## src/logic/core_pkg.sv

```systemverilog
//////////////////////////////
// Widths and command encoding of the accumulator core
// Imported by the core and by the lockstep top level
//////////////////////////////

package core_pkg;

  // Datapath and command widths
  localparam int unsigned AccW   = 16;
  localparam int unsigned CmdW   = 16;
  localparam int unsigned ImmW   = 12;
  localparam int unsigned ShamtW = 4;

  // Arithmetic opcodes, codes 6 and 7 are illegal
  typedef enum logic [2:0] {
    OpAdd  = 3'd0,
    OpSub  = 3'd1,
    OpAnd  = 3'd2,
    OpOr   = 3'd3,
    OpXor  = 3'd4,
    OpLoad = 3'd5
  } arith_op_e;

  //////////////////////////////
  // Command word views
  //////////////////////////////

  // Format bit low selects this view
  typedef struct packed {
    logic            fmt;
    arith_op_e       op;
    logic [ImmW-1:0] imm;
  } cmd_arith_t;

  // Format bit high selects this view
  typedef struct packed {
    logic                        fmt;
    logic                        dir;
    logic                        rot;
    logic [CmdW-ShamtW-4:0]      rsvd;
    logic [ShamtW-1:0]           shamt;
  } cmd_shift_t;

  // One command word, two decodings
  typedef union packed {
    cmd_arith_t arith;
    cmd_shift_t shift;
  } cmd_t;

endpackage

```

## src/logic/lockstep_pkg.sv

```systemverilog
//////////////////////////////
// Lockstep timing constants, enable encoding and bundle widths
// Imported by the sequencer, the comparator and the top level
//////////////////////////////

package lockstep_pkg;

  import core_pkg::*;

  // Shadow core lag in cycles
  localparam int unsigned LockstepOffset = 2;

  // Extra cycle for the shadow output register
  localparam int unsigned OutputsOffset = LockstepOffset + 1;

  // Sequencer counter must hold LockstepOffset
  localparam int unsigned OffsetCntW = $clog2(LockstepOffset + 1);

  // Multi-bit enable
  typedef logic [3:0] mubi_t;

  localparam mubi_t MubiOn  = 4'b0101;
  localparam mubi_t MubiOff = 4'b1010;

  // Request plus command word
  localparam int unsigned InBundleW = 1 + CmdW;

  // Ack, accumulator and error flag
  localparam int unsigned OutBundleW = 1 + AccW + 1;

endpackage

```

## src/logic/acc_core.sv

```systemverilog
//////////////////////////////
// Accumulator core, one command per four-phase req/ack handshake
// Instantiated as both the main and the shadow core
//////////////////////////////

module acc_core (
  input  logic                      clk_i,
  input  logic                      rst_ni,

  input  logic                      cmd_req_i,
  input  core_pkg::cmd_t            cmd_i,

  output logic                      cmd_ack_o,
  output logic [core_pkg::AccW-1:0] acc_o,
  output logic                      err_o
);

  import core_pkg::*;

  logic              ack_q;
  logic              err_q;
  logic [AccW-1:0]   acc_q;
  logic [AccW-1:0]   acc_d;
  logic              exec;
  logic              illegal;
  logic [AccW-1:0]   imm_ext;
  logic [2*AccW-1:0] shl_wide;
  logic [2*AccW-1:0] shr_wide;
  logic [AccW-1:0]   shift_res;

  // New request seen while ack is low
  assign exec = cmd_req_i & ~ack_q;

  assign imm_ext = AccW'(cmd_i.arith.imm);

  //////////////////////////////
  // Shift unit
  //////////////////////////////

  // Doubled word gives both the logical shift and the rotation
  assign shl_wide = {acc_q, acc_q} << cmd_i.shift.shamt;
  assign shr_wide = {acc_q, acc_q} >> cmd_i.shift.shamt;

  always_comb begin
    if (!cmd_i.shift.dir) begin
      // Left
      if (cmd_i.shift.rot) begin
        shift_res = shl_wide[2*AccW-1:AccW];
      end else begin
        shift_res = shl_wide[AccW-1:0];
      end
    end else begin
      // Right
      if (cmd_i.shift.rot) begin
        shift_res = shr_wide[AccW-1:0];
      end else begin
        shift_res = shr_wide[2*AccW-1:AccW];
      end
    end
  end

  //////////////////////////////
  // Command decode
  //////////////////////////////

  always_comb begin
    acc_d   = acc_q;
    illegal = 1'b0;
    if (cmd_i.arith.fmt) begin
      acc_d = shift_res;
    end else begin
      unique case (cmd_i.arith.op)
        OpAdd:   acc_d = acc_q + imm_ext;
        OpSub:   acc_d = acc_q - imm_ext;
        OpAnd:   acc_d = acc_q & imm_ext;
        OpOr:    acc_d = acc_q | imm_ext;
        OpXor:   acc_d = acc_q ^ imm_ext;
        OpLoad:  acc_d = imm_ext;
        // Accumulator kept as is
        default: illegal = 1'b1;
      endcase
    end
  end

  // Handshake, accumulator and sticky error
  always_ff @(posedge clk_i or negedge rst_ni) begin
    if (!rst_ni) begin
      ack_q <= 1'b0;
      acc_q <= '0;
      err_q <= 1'b0;
    end else if (exec) begin
      ack_q <= 1'b1;
      acc_q <= acc_d;
      if (illegal) begin
        err_q <= 1'b1;
      end
    end else if (!cmd_req_i && ack_q) begin
      ack_q <= 1'b0;
    end
  end

  assign cmd_ack_o = ack_q;
  assign acc_o     = acc_q;
  assign err_o     = err_q;

endmodule

```

## src/logic/delay_line.sv

```systemverilog
//////////////////////////////
// Shift register that presents its input Depth cycles later
// Clears to zero on reset
//////////////////////////////

module delay_line #(
  parameter int unsigned Width = lockstep_pkg::InBundleW,
  parameter int unsigned Depth = lockstep_pkg::LockstepOffset
) (
  input  logic             clk_i,
  input  logic             rst_ni,

  input  logic [Width-1:0] data_i,
  output logic [Width-1:0] data_o
);

  logic [Depth-1:0][Width-1:0] stage_q;

  // Stage 0 takes the input, the last stage drives the output
  always_ff @(posedge clk_i or negedge rst_ni) begin
    if (!rst_ni) begin
      stage_q <= '0;
    end else begin
      stage_q[0] <= data_i;
      for (int unsigned i = 1; i < Depth; i++) begin
        stage_q[i] <= stage_q[i-1];
      end
    end
  end

  assign data_o = stage_q[Depth-1];

endmodule

```

## src/logic/lockstep_cmp.sv

```systemverilog
//////////////////////////////
// Compares registered shadow outputs against delayed main outputs
// Drives the major alert of the lockstep pair
//////////////////////////////

module lockstep_cmp (
  input  logic                                clk_i,
  input  logic                                rst_ni,

  input  lockstep_pkg::mubi_t                 cmp_en_i,
  input  logic [lockstep_pkg::OutBundleW-1:0] main_dly_i,
  input  logic [lockstep_pkg::OutBundleW-1:0] shadow_i,

  output logic                                alert_major_o
);

  import lockstep_pkg::*;

  logic [OutBundleW-1:0] shadow_q;
  logic                  cmp_active;
  logic                  mismatch;

  // Shadow output register
  always_ff @(posedge clk_i or negedge rst_ni) begin
    if (!rst_ni) begin
      shadow_q <= '0;
    end else begin
      shadow_q <= shadow_i;
    end
  end

  // Anything but the off code keeps checking
  assign cmp_active = (cmp_en_i != MubiOff);

  assign mismatch = (shadow_q != main_dly_i);

  // Not sticky, follows the divergence
  assign alert_major_o = cmp_active & mismatch;

endmodule

```

## src/logic/lockstep_top.sv

```systemverilog
//////////////////////////////
// Dual-core lockstep around the accumulator core
// Main core drives the outputs, shadow core is checked against it
//////////////////////////////

module lockstep_top (
  input  logic                      clk_i,
  input  logic                      rst_ni,

  input  logic                      cmd_req_i,
  input  core_pkg::cmd_t            cmd_i,
  input  logic                      fault_inj_i,

  output logic                      cmd_ack_o,
  output logic [core_pkg::AccW-1:0] acc_o,
  output logic                      alert_minor_o,
  output logic                      alert_major_o
);

  import core_pkg::*;
  import lockstep_pkg::*;

  // Main core
  logic            main_ack;
  logic [AccW-1:0] main_acc;
  logic            main_err;

  // Shadow core
  logic            shadow_rst_n;
  logic            shadow_req;
  cmd_t            shadow_cmd;
  cmd_t            shadow_cmd_in;
  logic            shadow_ack;
  logic [AccW-1:0] shadow_acc;
  logic            shadow_err;

  // Bundles and compare enable
  logic [InBundleW-1:0]  in_bundle;
  logic [InBundleW-1:0]  in_bundle_dly;
  logic [OutBundleW-1:0] main_bundle;
  logic [OutBundleW-1:0] main_bundle_dly;
  logic [OutBundleW-1:0] shadow_bundle;
  mubi_t                 cmp_en;

  acc_core u_main_core (
    .clk_i     (clk_i),
    .rst_ni    (rst_ni),
    .cmd_req_i (cmd_req_i),
    .cmd_i     (cmd_i),
    .cmd_ack_o (main_ack),
    .acc_o     (main_acc),
    .err_o     (main_err)
  );

  //////////////////////////////
  // Shadow input path
  //////////////////////////////

  // Fault injection flips bit 0 of the shadow command
  assign shadow_cmd_in = cmd_i ^ {{(CmdW-1){1'b0}}, fault_inj_i};
  assign in_bundle     = {cmd_req_i, shadow_cmd_in};

  delay_line #(
    .Width (InBundleW),
    .Depth (LockstepOffset)
  ) u_in_dly (
    .clk_i  (clk_i),
    .rst_ni (rst_ni),
    .data_i (in_bundle),
    .data_o (in_bundle_dly)
  );

  assign {shadow_req, shadow_cmd} = in_bundle_dly;

  shadow_rst_seq u_rst_seq (
    .clk_i         (clk_i),
    .rst_ni        (rst_ni),
    .shadow_rst_no (shadow_rst_n),
    .cmp_en_o      (cmp_en)
  );

  acc_core u_shadow_core (
    .clk_i     (clk_i),
    .rst_ni    (shadow_rst_n),
    .cmd_req_i (shadow_req),
    .cmd_i     (shadow_cmd),
    .cmd_ack_o (shadow_ack),
    .acc_o     (shadow_acc),
    .err_o     (shadow_err)
  );

  //////////////////////////////
  // Output compare
  //////////////////////////////

  assign main_bundle   = {main_ack, main_acc, main_err};
  assign shadow_bundle = {shadow_ack, shadow_acc, shadow_err};

  delay_line #(
    .Width (OutBundleW),
    .Depth (OutputsOffset)
  ) u_out_dly (
    .clk_i  (clk_i),
    .rst_ni (rst_ni),
    .data_i (main_bundle),
    .data_o (main_bundle_dly)
  );

  lockstep_cmp u_cmp (
    .clk_i         (clk_i),
    .rst_ni        (rst_ni),
    .cmp_en_i      (cmp_en),
    .main_dly_i    (main_bundle_dly),
    .shadow_i      (shadow_bundle),
    .alert_major_o (alert_major_o)
  );

  assign cmd_ack_o     = main_ack;
  assign acc_o         = main_acc;
  assign alert_minor_o = main_err;

endmodule

```

## src/logic/shadow_rst_seq.sv

```systemverilog
//////////////////////////////
// Shadow reset release and compare enable after reset
// Release comes LockstepOffset cycles after rst_ni rises
//////////////////////////////

module shadow_rst_seq (
  input  logic                clk_i,
  input  logic                rst_ni,

  output logic                shadow_rst_no,
  output lockstep_pkg::mubi_t cmp_en_o
);

  import lockstep_pkg::*;

  logic [OffsetCntW-1:0] cnt_q;
  logic                  release_d;
  logic                  release_q;
  mubi_t                 cmp_en_q;

  // Saturating counter
  always_ff @(posedge clk_i or negedge rst_ni) begin
    if (!rst_ni) begin
      cnt_q <= '0;
    end else if (cnt_q != OffsetCntW'(LockstepOffset)) begin
      cnt_q <= cnt_q + 1'b1;
    end
  end

  // One register stage follows the count
  assign release_d = (cnt_q >= OffsetCntW'(LockstepOffset - 1));

  // Reset asserts at once, release is synchronous
  always_ff @(posedge clk_i or negedge rst_ni) begin
    if (!rst_ni) begin
      release_q <= 1'b0;
      cmp_en_q  <= MubiOff;
    end else begin
      release_q <= release_d;
      cmp_en_q  <= release_q ? MubiOn : MubiOff;
    end
  end

  assign shadow_rst_no = release_q;
  assign cmp_en_o      = cmp_en_q;

endmodule

```

## config.mk

```make
export PLATFORM = sky130hd
export DESIGN_NAME = lockstep_top
export DESIGN_NICKNAME = d
export VERILOG_FILES = /design/src/logic/core_pkg.sv /design/src/logic/lockstep_pkg.sv /design/src/logic/acc_core.sv /design/src/logic/delay_line.sv /design/src/logic/lockstep_cmp.sv /design/src/logic/lockstep_top.sv /design/src/logic/shadow_rst_seq.sv
export SDC_FILE = /design/constraint.sdc
export NUM_CORES = 1
export LEC_CHECK = 0
export ABC_AREA = 1
export BUFFER_PORTS_ARGS = -buffer_cell sky130_fd_sc_hd__buf_2
export CORE_ASPECT_RATIO = 1.1
export CORE_MARGIN = 1.5
export CORE_UTILIZATION = 33
export DETAILED_ROUTE_END_ITERATION = 8
export SYNTH_ARGS = -nofsm -noshare
export SYNTH_HDL_FRONTEND = slang
export SYNTH_SLANG_ARGS = --single-unit
```

## constraint.sdc

```tcl
create_clock -name clk_i -period 1.45 [get_ports clk_i]
set_input_delay 0.29 -clock clk_i [delete_from_list [all_inputs] [get_ports clk_i]]
set_output_delay 0.29 -clock clk_i [all_outputs]
set_load 0.01 [all_outputs]
```

Word level (Yosys, flattened, before mapping)

Index checks and enable logic that the tools add are counted.

Bits in registers: 149
Bits of input ports: 20
Word-level logic and storage cells: 85

Equality and inequality tests: 13
Bitwise operators: 12
Reduce and logical (&&, ||, !) cells: 16
Shift operators: 4
Muxes and demuxes: 19
Order comparisons: 1
Add/sub/neg operators: 5

Operators with widths:

| operator                                                        | number |
|---|---|
| 16-bit case mux with 6 select lines                             | 2 |
| 16-bit 2-to-1 mux                                               | 8 |
| 32-bit by 4-bit << shifter with 32-bit output                   | 2 |
| 32-bit by 4-bit right shift with 32-bit output                  | 2 |
| 16-bit by 12-bit adder with 16-bit output                       | 2 |
| 16-bit by 12-bit bitwise AND with 16-bit output                 | 2 |
| 16-bit by 12-bit bitwise OR with 16-bit output                  | 2 |
| 16-bit by 12-bit subtractor with 16-bit output                  | 2 |
| 16-bit by 12-bit XOR with 16-bit output                         | 2 |
| 18-bit != test                                                  | 1 |
| 16-bit by 1-bit XOR with 16-bit output                          | 1 |
| 7-bit nonzero test                                              | 2 |
| 3-bit by 2-bit == test with 1-bit output, second input constant | 4 |
| 3-bit == test, second input constant                            | 4 |
| 6-bit OR reduction                                              | 2 |
| 1-bit 2-to-1 mux                                                | 8 |
| 2-bit AND reduction                                             | 4 |
| 3-bit by 1-bit == test with 1-bit output, second input constant | 2 |
| 3-bit zero test                                                 | 2 |
| 4-bit 2-to-1 mux                                                | 1 |
| 4-bit != test, second input constant                            | 1 |
| 2-bit nonzero test                                              | 2 |
| 1-bit bitwise AND                                               | 3 |
| 2-bit by 1-bit adder with 2-bit output, second input constant   | 1 |
| other kinds (5)                                                 | 8 |

Logic depth before layout (Yosys ltp)

Depth after elaboration: 5
Mapped depth: 27
Depth with buffers taken out: 24

Hierarchy

From an unflattened synthesis, not the netlist that was laid out.

Cells, all modules: 2052
Area, all modules: 13018.7 um^2

Modules (own cells, without submodules):

| module                   | cells an instance | times used | area each (um^2) |
|---|---|---|---|
| acc_core (u_shadow_core) | 892               | 1          | 4763.3 |
| acc_core (u_main_core)   | 903               | 1          | 4742.0 |
| delay_line (u_out_dly)   | 72                | 1          | 1486.4 |
| delay_line (u_in_dly)    | 51                | 1          | 978.4 |
| lockstep_cmp             | 109               | 1          | 822.0 |
| shadow_rst_seq           | 20                | 1          | 207.7 |
| lockstep_top             | 5                 | 1          | 18.8 |

Least setup slack after synthesis

Ideal clock, no wire load.

Path kind: register to register
Start: register u_in_dly.stage_q (netlist bit u_in_dly.data_o[1])
End: register u_shadow_core.acc_q[13] (netlist: u_shadow_core.acc_o[13])
Setup slack: -1.324 ns
Clock period less this slack: 2.774 ns
Setup time: 0.116 ns
Data required time: 1.334 ns
Data arrival time: 2.658 ns
Cell stages (with the launch flop): 24
Path through: dfrtp_1 buf_4 inv_2 buf_6 buf_6 ha_1 nand2_1 nor2_1 nand3_1 nor2_1 a21oi_1 xor2_1 inv_1 ha_1 nand2_1 inv_1 a21oi_1 nor2_1 nor2_1 nand3b_1 nand3_1 nand2_1 nand2_1 nand2_1

Word-level cells in the longest chain between the ends: 4
Elaborated cells between the ends (all ways): 9
Classes of those cells: add/sub: 2; shift: 2; mux: 5

RTL lines:

| item                                                                                                   | line             | source |
|---|---|---|
| start: declaration                                                                                     | delay_line.sv:17 | `logic [Depth-1:0][Width-1:0] stage_q;` |
| start signal: indexed assignment                                                                       | delay_line.sv:26 | `stage_q[i] <= stage_q[i-1];` |
| parallel branches: the longest is 3 deep, another holds 16-bit by 12-bit subtractor with 16-bit output | --               |  |
| 16-bit 2-to-1 mux *                                                                                    | acc_core.sv:69   | `if (cmd_i.arith.fmt) begin` |
| end signal: assignment                                                                                 | acc_core.sv:89   | `acc_q <= '0;` |
| end signal: assignment                                                                                 | acc_core.sv:93   | `acc_q <= acc_d;` |
| end: declaration                                                                                       | acc_core.sv:22   | `logic [AccW-1:0] acc_q;` |

Every way passes the cells marked *.
A chain may end at the register's enable or synchronous reset.

Worst setup path in the final report

Start: register u_in_dly.stage_q (netlist bit u_in_dly.data_o[0])
End: register u_shadow_core.acc_q[13] (netlist: u_shadow_core.acc_o[13])

The elaborated chain is that of the path after synthesis.

==> impl_metrics.tcl <==
set metrics [dict create \
    crit_chain "clkinv_4 -> ha_4 -> nand2_4 -> nor2_4 -> nand3_4 -> nor2_4 -> a21oi_1 -> xor2_1 -> inv_1 -> ha_4 -> nand2_2 -> buf_4 -> nor2_4 -> buf_4 -> nand3_1 -> nand2_1 -> nand2_1 -> nand3_1 -> nand2_1 -> nand2_1 -> nand2_1" \
    std_cell_rows 75 \
    drive_gt1_share_pct 33.6 \
    reg2reg_from "u_in_dly.data_o[0]$_DFF_PN0_" \
    wirelength_um 50300 \
    hold_class "in -> reg" \
    ys_warn_count 0 \
    tightest_slew_ns 0.485 \
    die-height_um 208 \
    p_seq_share_pct 21.6 \
    sw_frac_of_total_pct 45.0 \
    rsz0062_at_grt "true" \
    setup_viol 40 \
    ir_drop_uv 1250 \
    ys_seq_area_share_pct 29.1 \
    layout_setup_ws_ns -1.30 \
    ctsRootBufferMaster "clkbuf_16" \
    r2r_slack_ns -1.30 \
    clockPowerShare_pct 14.6 \
    ys_async_sr_fraction_pct 100 \
    period_share_pct 190 \
    worstSetupEndpoint "u_shadow_core.acc_o[13]$_DFFE_PN0P_" \
    core_sq_um 37900 \
    vias 14700 \
    finClkSkew_ns 0.0139 \
    p_int_mw 17.1 \
    io_buffers 38 \
    syn_area_per_cell_sq_um 6.55 \
    grt_usage_pct 25.2 \
    cap_violations 0 \
    worstSetupPathType "reg -> reg" \
    status "complete, but fails checks" \
    fmax_mhz 363 \
    fp.dieW_um 190 \
    relSlewSlack_pct 67.6 \
    synth.net_count 2040 \
    htreeDepth 4 \
    firstDrtPassIters 5 \
    cts.clk_slew.worst_paths_ns 0.07 \
    pre_cts_ws_ns -1.33 \
    grt_pass1_wl_um 77100 \
    syn_area_sq_um 12600 \
    dpl.hpwl_um 37400 \
    wire_per_inst_um 18.0 \
    nets 2384 \
    synth_cell_types 51 \
    cts_buffers 17 \
    grt_pass1_vias 14200 \
    synth_edf_count 0 \
    fin_crit_ns 2.75 \
    clockBufferDepth 2 \
    power_density_nw_per_um2 1690 \
    hold_violations 0 \
    cp_max_fo 4 \
    fin_tns_setup_ns -26.36 \
    globalplace.congestion 0.955 \
    p_comb_share_pct 63.8 \
    crit_top_cell "nand2_1" \
    slowest_delay_ns 0.42 \
    start_util_pct 33.3 \
    cts_tree "yes" \
    clock-sinks 147 \
    grt_max_degree 48 \
    syn2layout_area_growth_pct 45.4 \
    p_leak_nw 9.22 \
    crit_path_start_kind "flop" \
    r2r-end "u_shadow_core.acc_o[13]$_DFFE_PN0P_" \
    endpoint_kind "flop" \
    syn_inst 1930 \
    drtAntennaViolNets 0 \
    cp.arrival_ns 3.07 \
    final_max_slew_viol_count 0 \
    ys_ff_latch 147 \
    violations "setup timing" \
    drc 0 \
    grt-ovfl-total 0 \
    insertion_delay_ns 0.43 \
    antenna_found_initial 0 \
    synthFlopType "dfrtp_1" \
    drtIter0Drc 1044 \
    p_switching_mw 14.0 \
    ios 39 \
    crit_path_start "u_in_dly.data_o[0]$_DFF_PN0_" \
    cpMaxStageDelayCell "dfrtp_1" \
    via_per_inst 5.27 \
    die_area_sq_um 39500 \
    cp.required_ns 1.77 \
    n_antenna_cell 0 \
    reg2regPathDepth 21 \
]
## registers in the layout (all words and copies together), names as in the netlist, 2 cells and up
signal / flops
u_in_dly.data_o: 17
u_in_dly.stage_q: 17
u_out_dly.data_o: 18
u_main_core.acc_o: 16
u_cmp.shadow_q: 18
u_shadow_core.acc_o: 16
u_rst_seq.cmp_en_o: 2
u_rst_seq.cnt_q: 2
u_out_dly.stage_q: 36
## repair_timing
| item | CTS | global route |
|---|---|---|
| endpoints found under the hold margin | 26 | 0 |
| buffers inserted | 31 | 27 |
| pin swaps | 93 | 78 |
| endpoints found under the setup margin | 47 | 45 |
| resized for setup | 213 | 162 |
| gates cloned | 0 | 1 |
| hold buffers | 2 | 0 |
## through the flow
step	power [mW]	hold slack, ns	cells	area (sq um)	util [%]
3_5_place_dp	22.7	0.231	2701	15900	41.9
5_1_grt	33.2	0.113	2787	18400	48.5
2_1_floorplan	15.3	-0.00559	1930	13000	-
3_3_place_gp	22.5	0.239	2701	15900	41.9
6_report	31.1	0.123	2787	18400	48.5
4_1_cts	29.3	0.104	2764	17500	46.3
## metal layers
metal	GRT usage, %	wire length, um	vias up
met5	0	0	-
met4	16.7	3870	0
met1	29.8	19400	6894
met2	42.8	24100	587
met3	2.78	2910	169
li1	-	-	7031
## synthesized netlist by cell type (3+ instances only)
cell	number	area share [%]
nand2_1	657	20
nand3_1	367	15
inv_1	147	4.4
dfrtp_1	146	29
nor2_1	124	3.7
ha_1	88	8.7
a21oi_1	84	3.3
o21ai_0	42	1.7
buf_2	37	1.5
nand4_1	30	1.5
xor2_1	29	2.0
o21ai_1	20	0.79
clkbuf_1	16	0.48
inv_2	15	0.45
buf_4	12	0.71
buf_6	12	1.1
nand3b_1	12	0.71
xnor2_1	9	0.62
buf_1	8	0.24
nand2_2	6	0.30
nand2_4	5	0.45
nor3_1	5	0.20
o211ai_1	5	0.30
or2_2	4	0.20
a22oi_1	3	0.18
a41oi_1	3	0.21
nor2_4	3	0.27
nor3_2	3	0.24
o21a_1	3	0.18
o31ai_1	3	0.18
## cell type report
| type | count | area (sq um) |
|---|---|---|
| multi-input cells | 1531 | 9210 |
| repair buffers | 411 | 3570 |
| clock buffers | 19 | 443 |
| well taps | 500 | 626 |
| inverters | 166 | 672 |
| clock inverters | 13 | 170 |
| fillers | 3679 | 19500 |
| flip-flops and latches | 147 | 3690 |
## power groups by stage
stage	clock network (mW)	registers (mW)	logic [mW]
after CTS	4.63	6.73	17.9
after detailed placement	0	6.73	16.0
after global placement	0	6.70	15.8
after floorplan	0	6.79	8.51
after global routing	4.82	6.86	21.5
final	4.54	6.72	19.8
## layout by cell type (no fill, tap or decap), types with 5 or more instances in the layout
master and instances:
a21oi_4 7, nand4_1 30, dfrtp_1 138, nor2_1 96, nand2_2 75, xnor2_1 8
inv_1 128, nor2_4 18, o21ai_1 21, a21oi_2 21, nand2_4 26, o21ai_0 25
clkbuf_16 18, o21ai_2 17, ha_1 64, buf_4 299, a21oi_1 57, buf_2 23
buf_6 63, o211ai_1 5, inv_2 27, nand3_2 45, nor2_2 14, buf_12 22
xor2_1 27, dfrtp_2 8, nand3_1 316, ha_4 20, inv_6 6, nand2_1 566
nand3b_1 12, nand3_4 9
## logic make-up after synthesis
group / share of synthesized area [%]
adder cells (fa/ha/maj): 9.03
flip-flops: 29.1
AO/OA/AOI/OAI: 7.67
buffers and inverters: 9.13
multiplexers: 0.0792
AND/OR/NAND/NOR: 42.4
XOR/XNOR: 2.63
## critical path: cells and delay by family, from the launching register on
kind | cells | cell delay (ns)
buf+inv | 4 | 0.43
simple gates | 13 | 1.12
flops | 1 | 0.42
fa+ha+maj | 2 | 0.44
xor+xnor | 1 | 0.14
compound gates | 1 | 0.10
## how the worst min path moves through the flow
stage / from / endpoint / slack (ns) / cells past startpoint
floorplan: rst_ni / u_cmp.shadow_q[0]$_DFF_PN0_ / -0.006 / 0
detailed placement: rst_ni / u_main_core.acc_o[1]$_DFFE_PN0P_ / 0.23 / 1
global placement: rst_ni / u_main_core.acc_o[3]$_DFFE_PN0P_ / 0.24 / 1
CTS: fault_inj_i / u_in_dly.stage_q[0]$_DFF_PN0_ / 0.10 / 2
finish: cmd_i[7] / u_in_dly.stage_q[7]$_DFF_PN0_ / 0.12 / 2
global route: cmd_i[7] / u_in_dly.stage_q[7]$_DFF_PN0_ / 0.11 / 2
No activity file was read; power rests on OpenSTA's default activity.
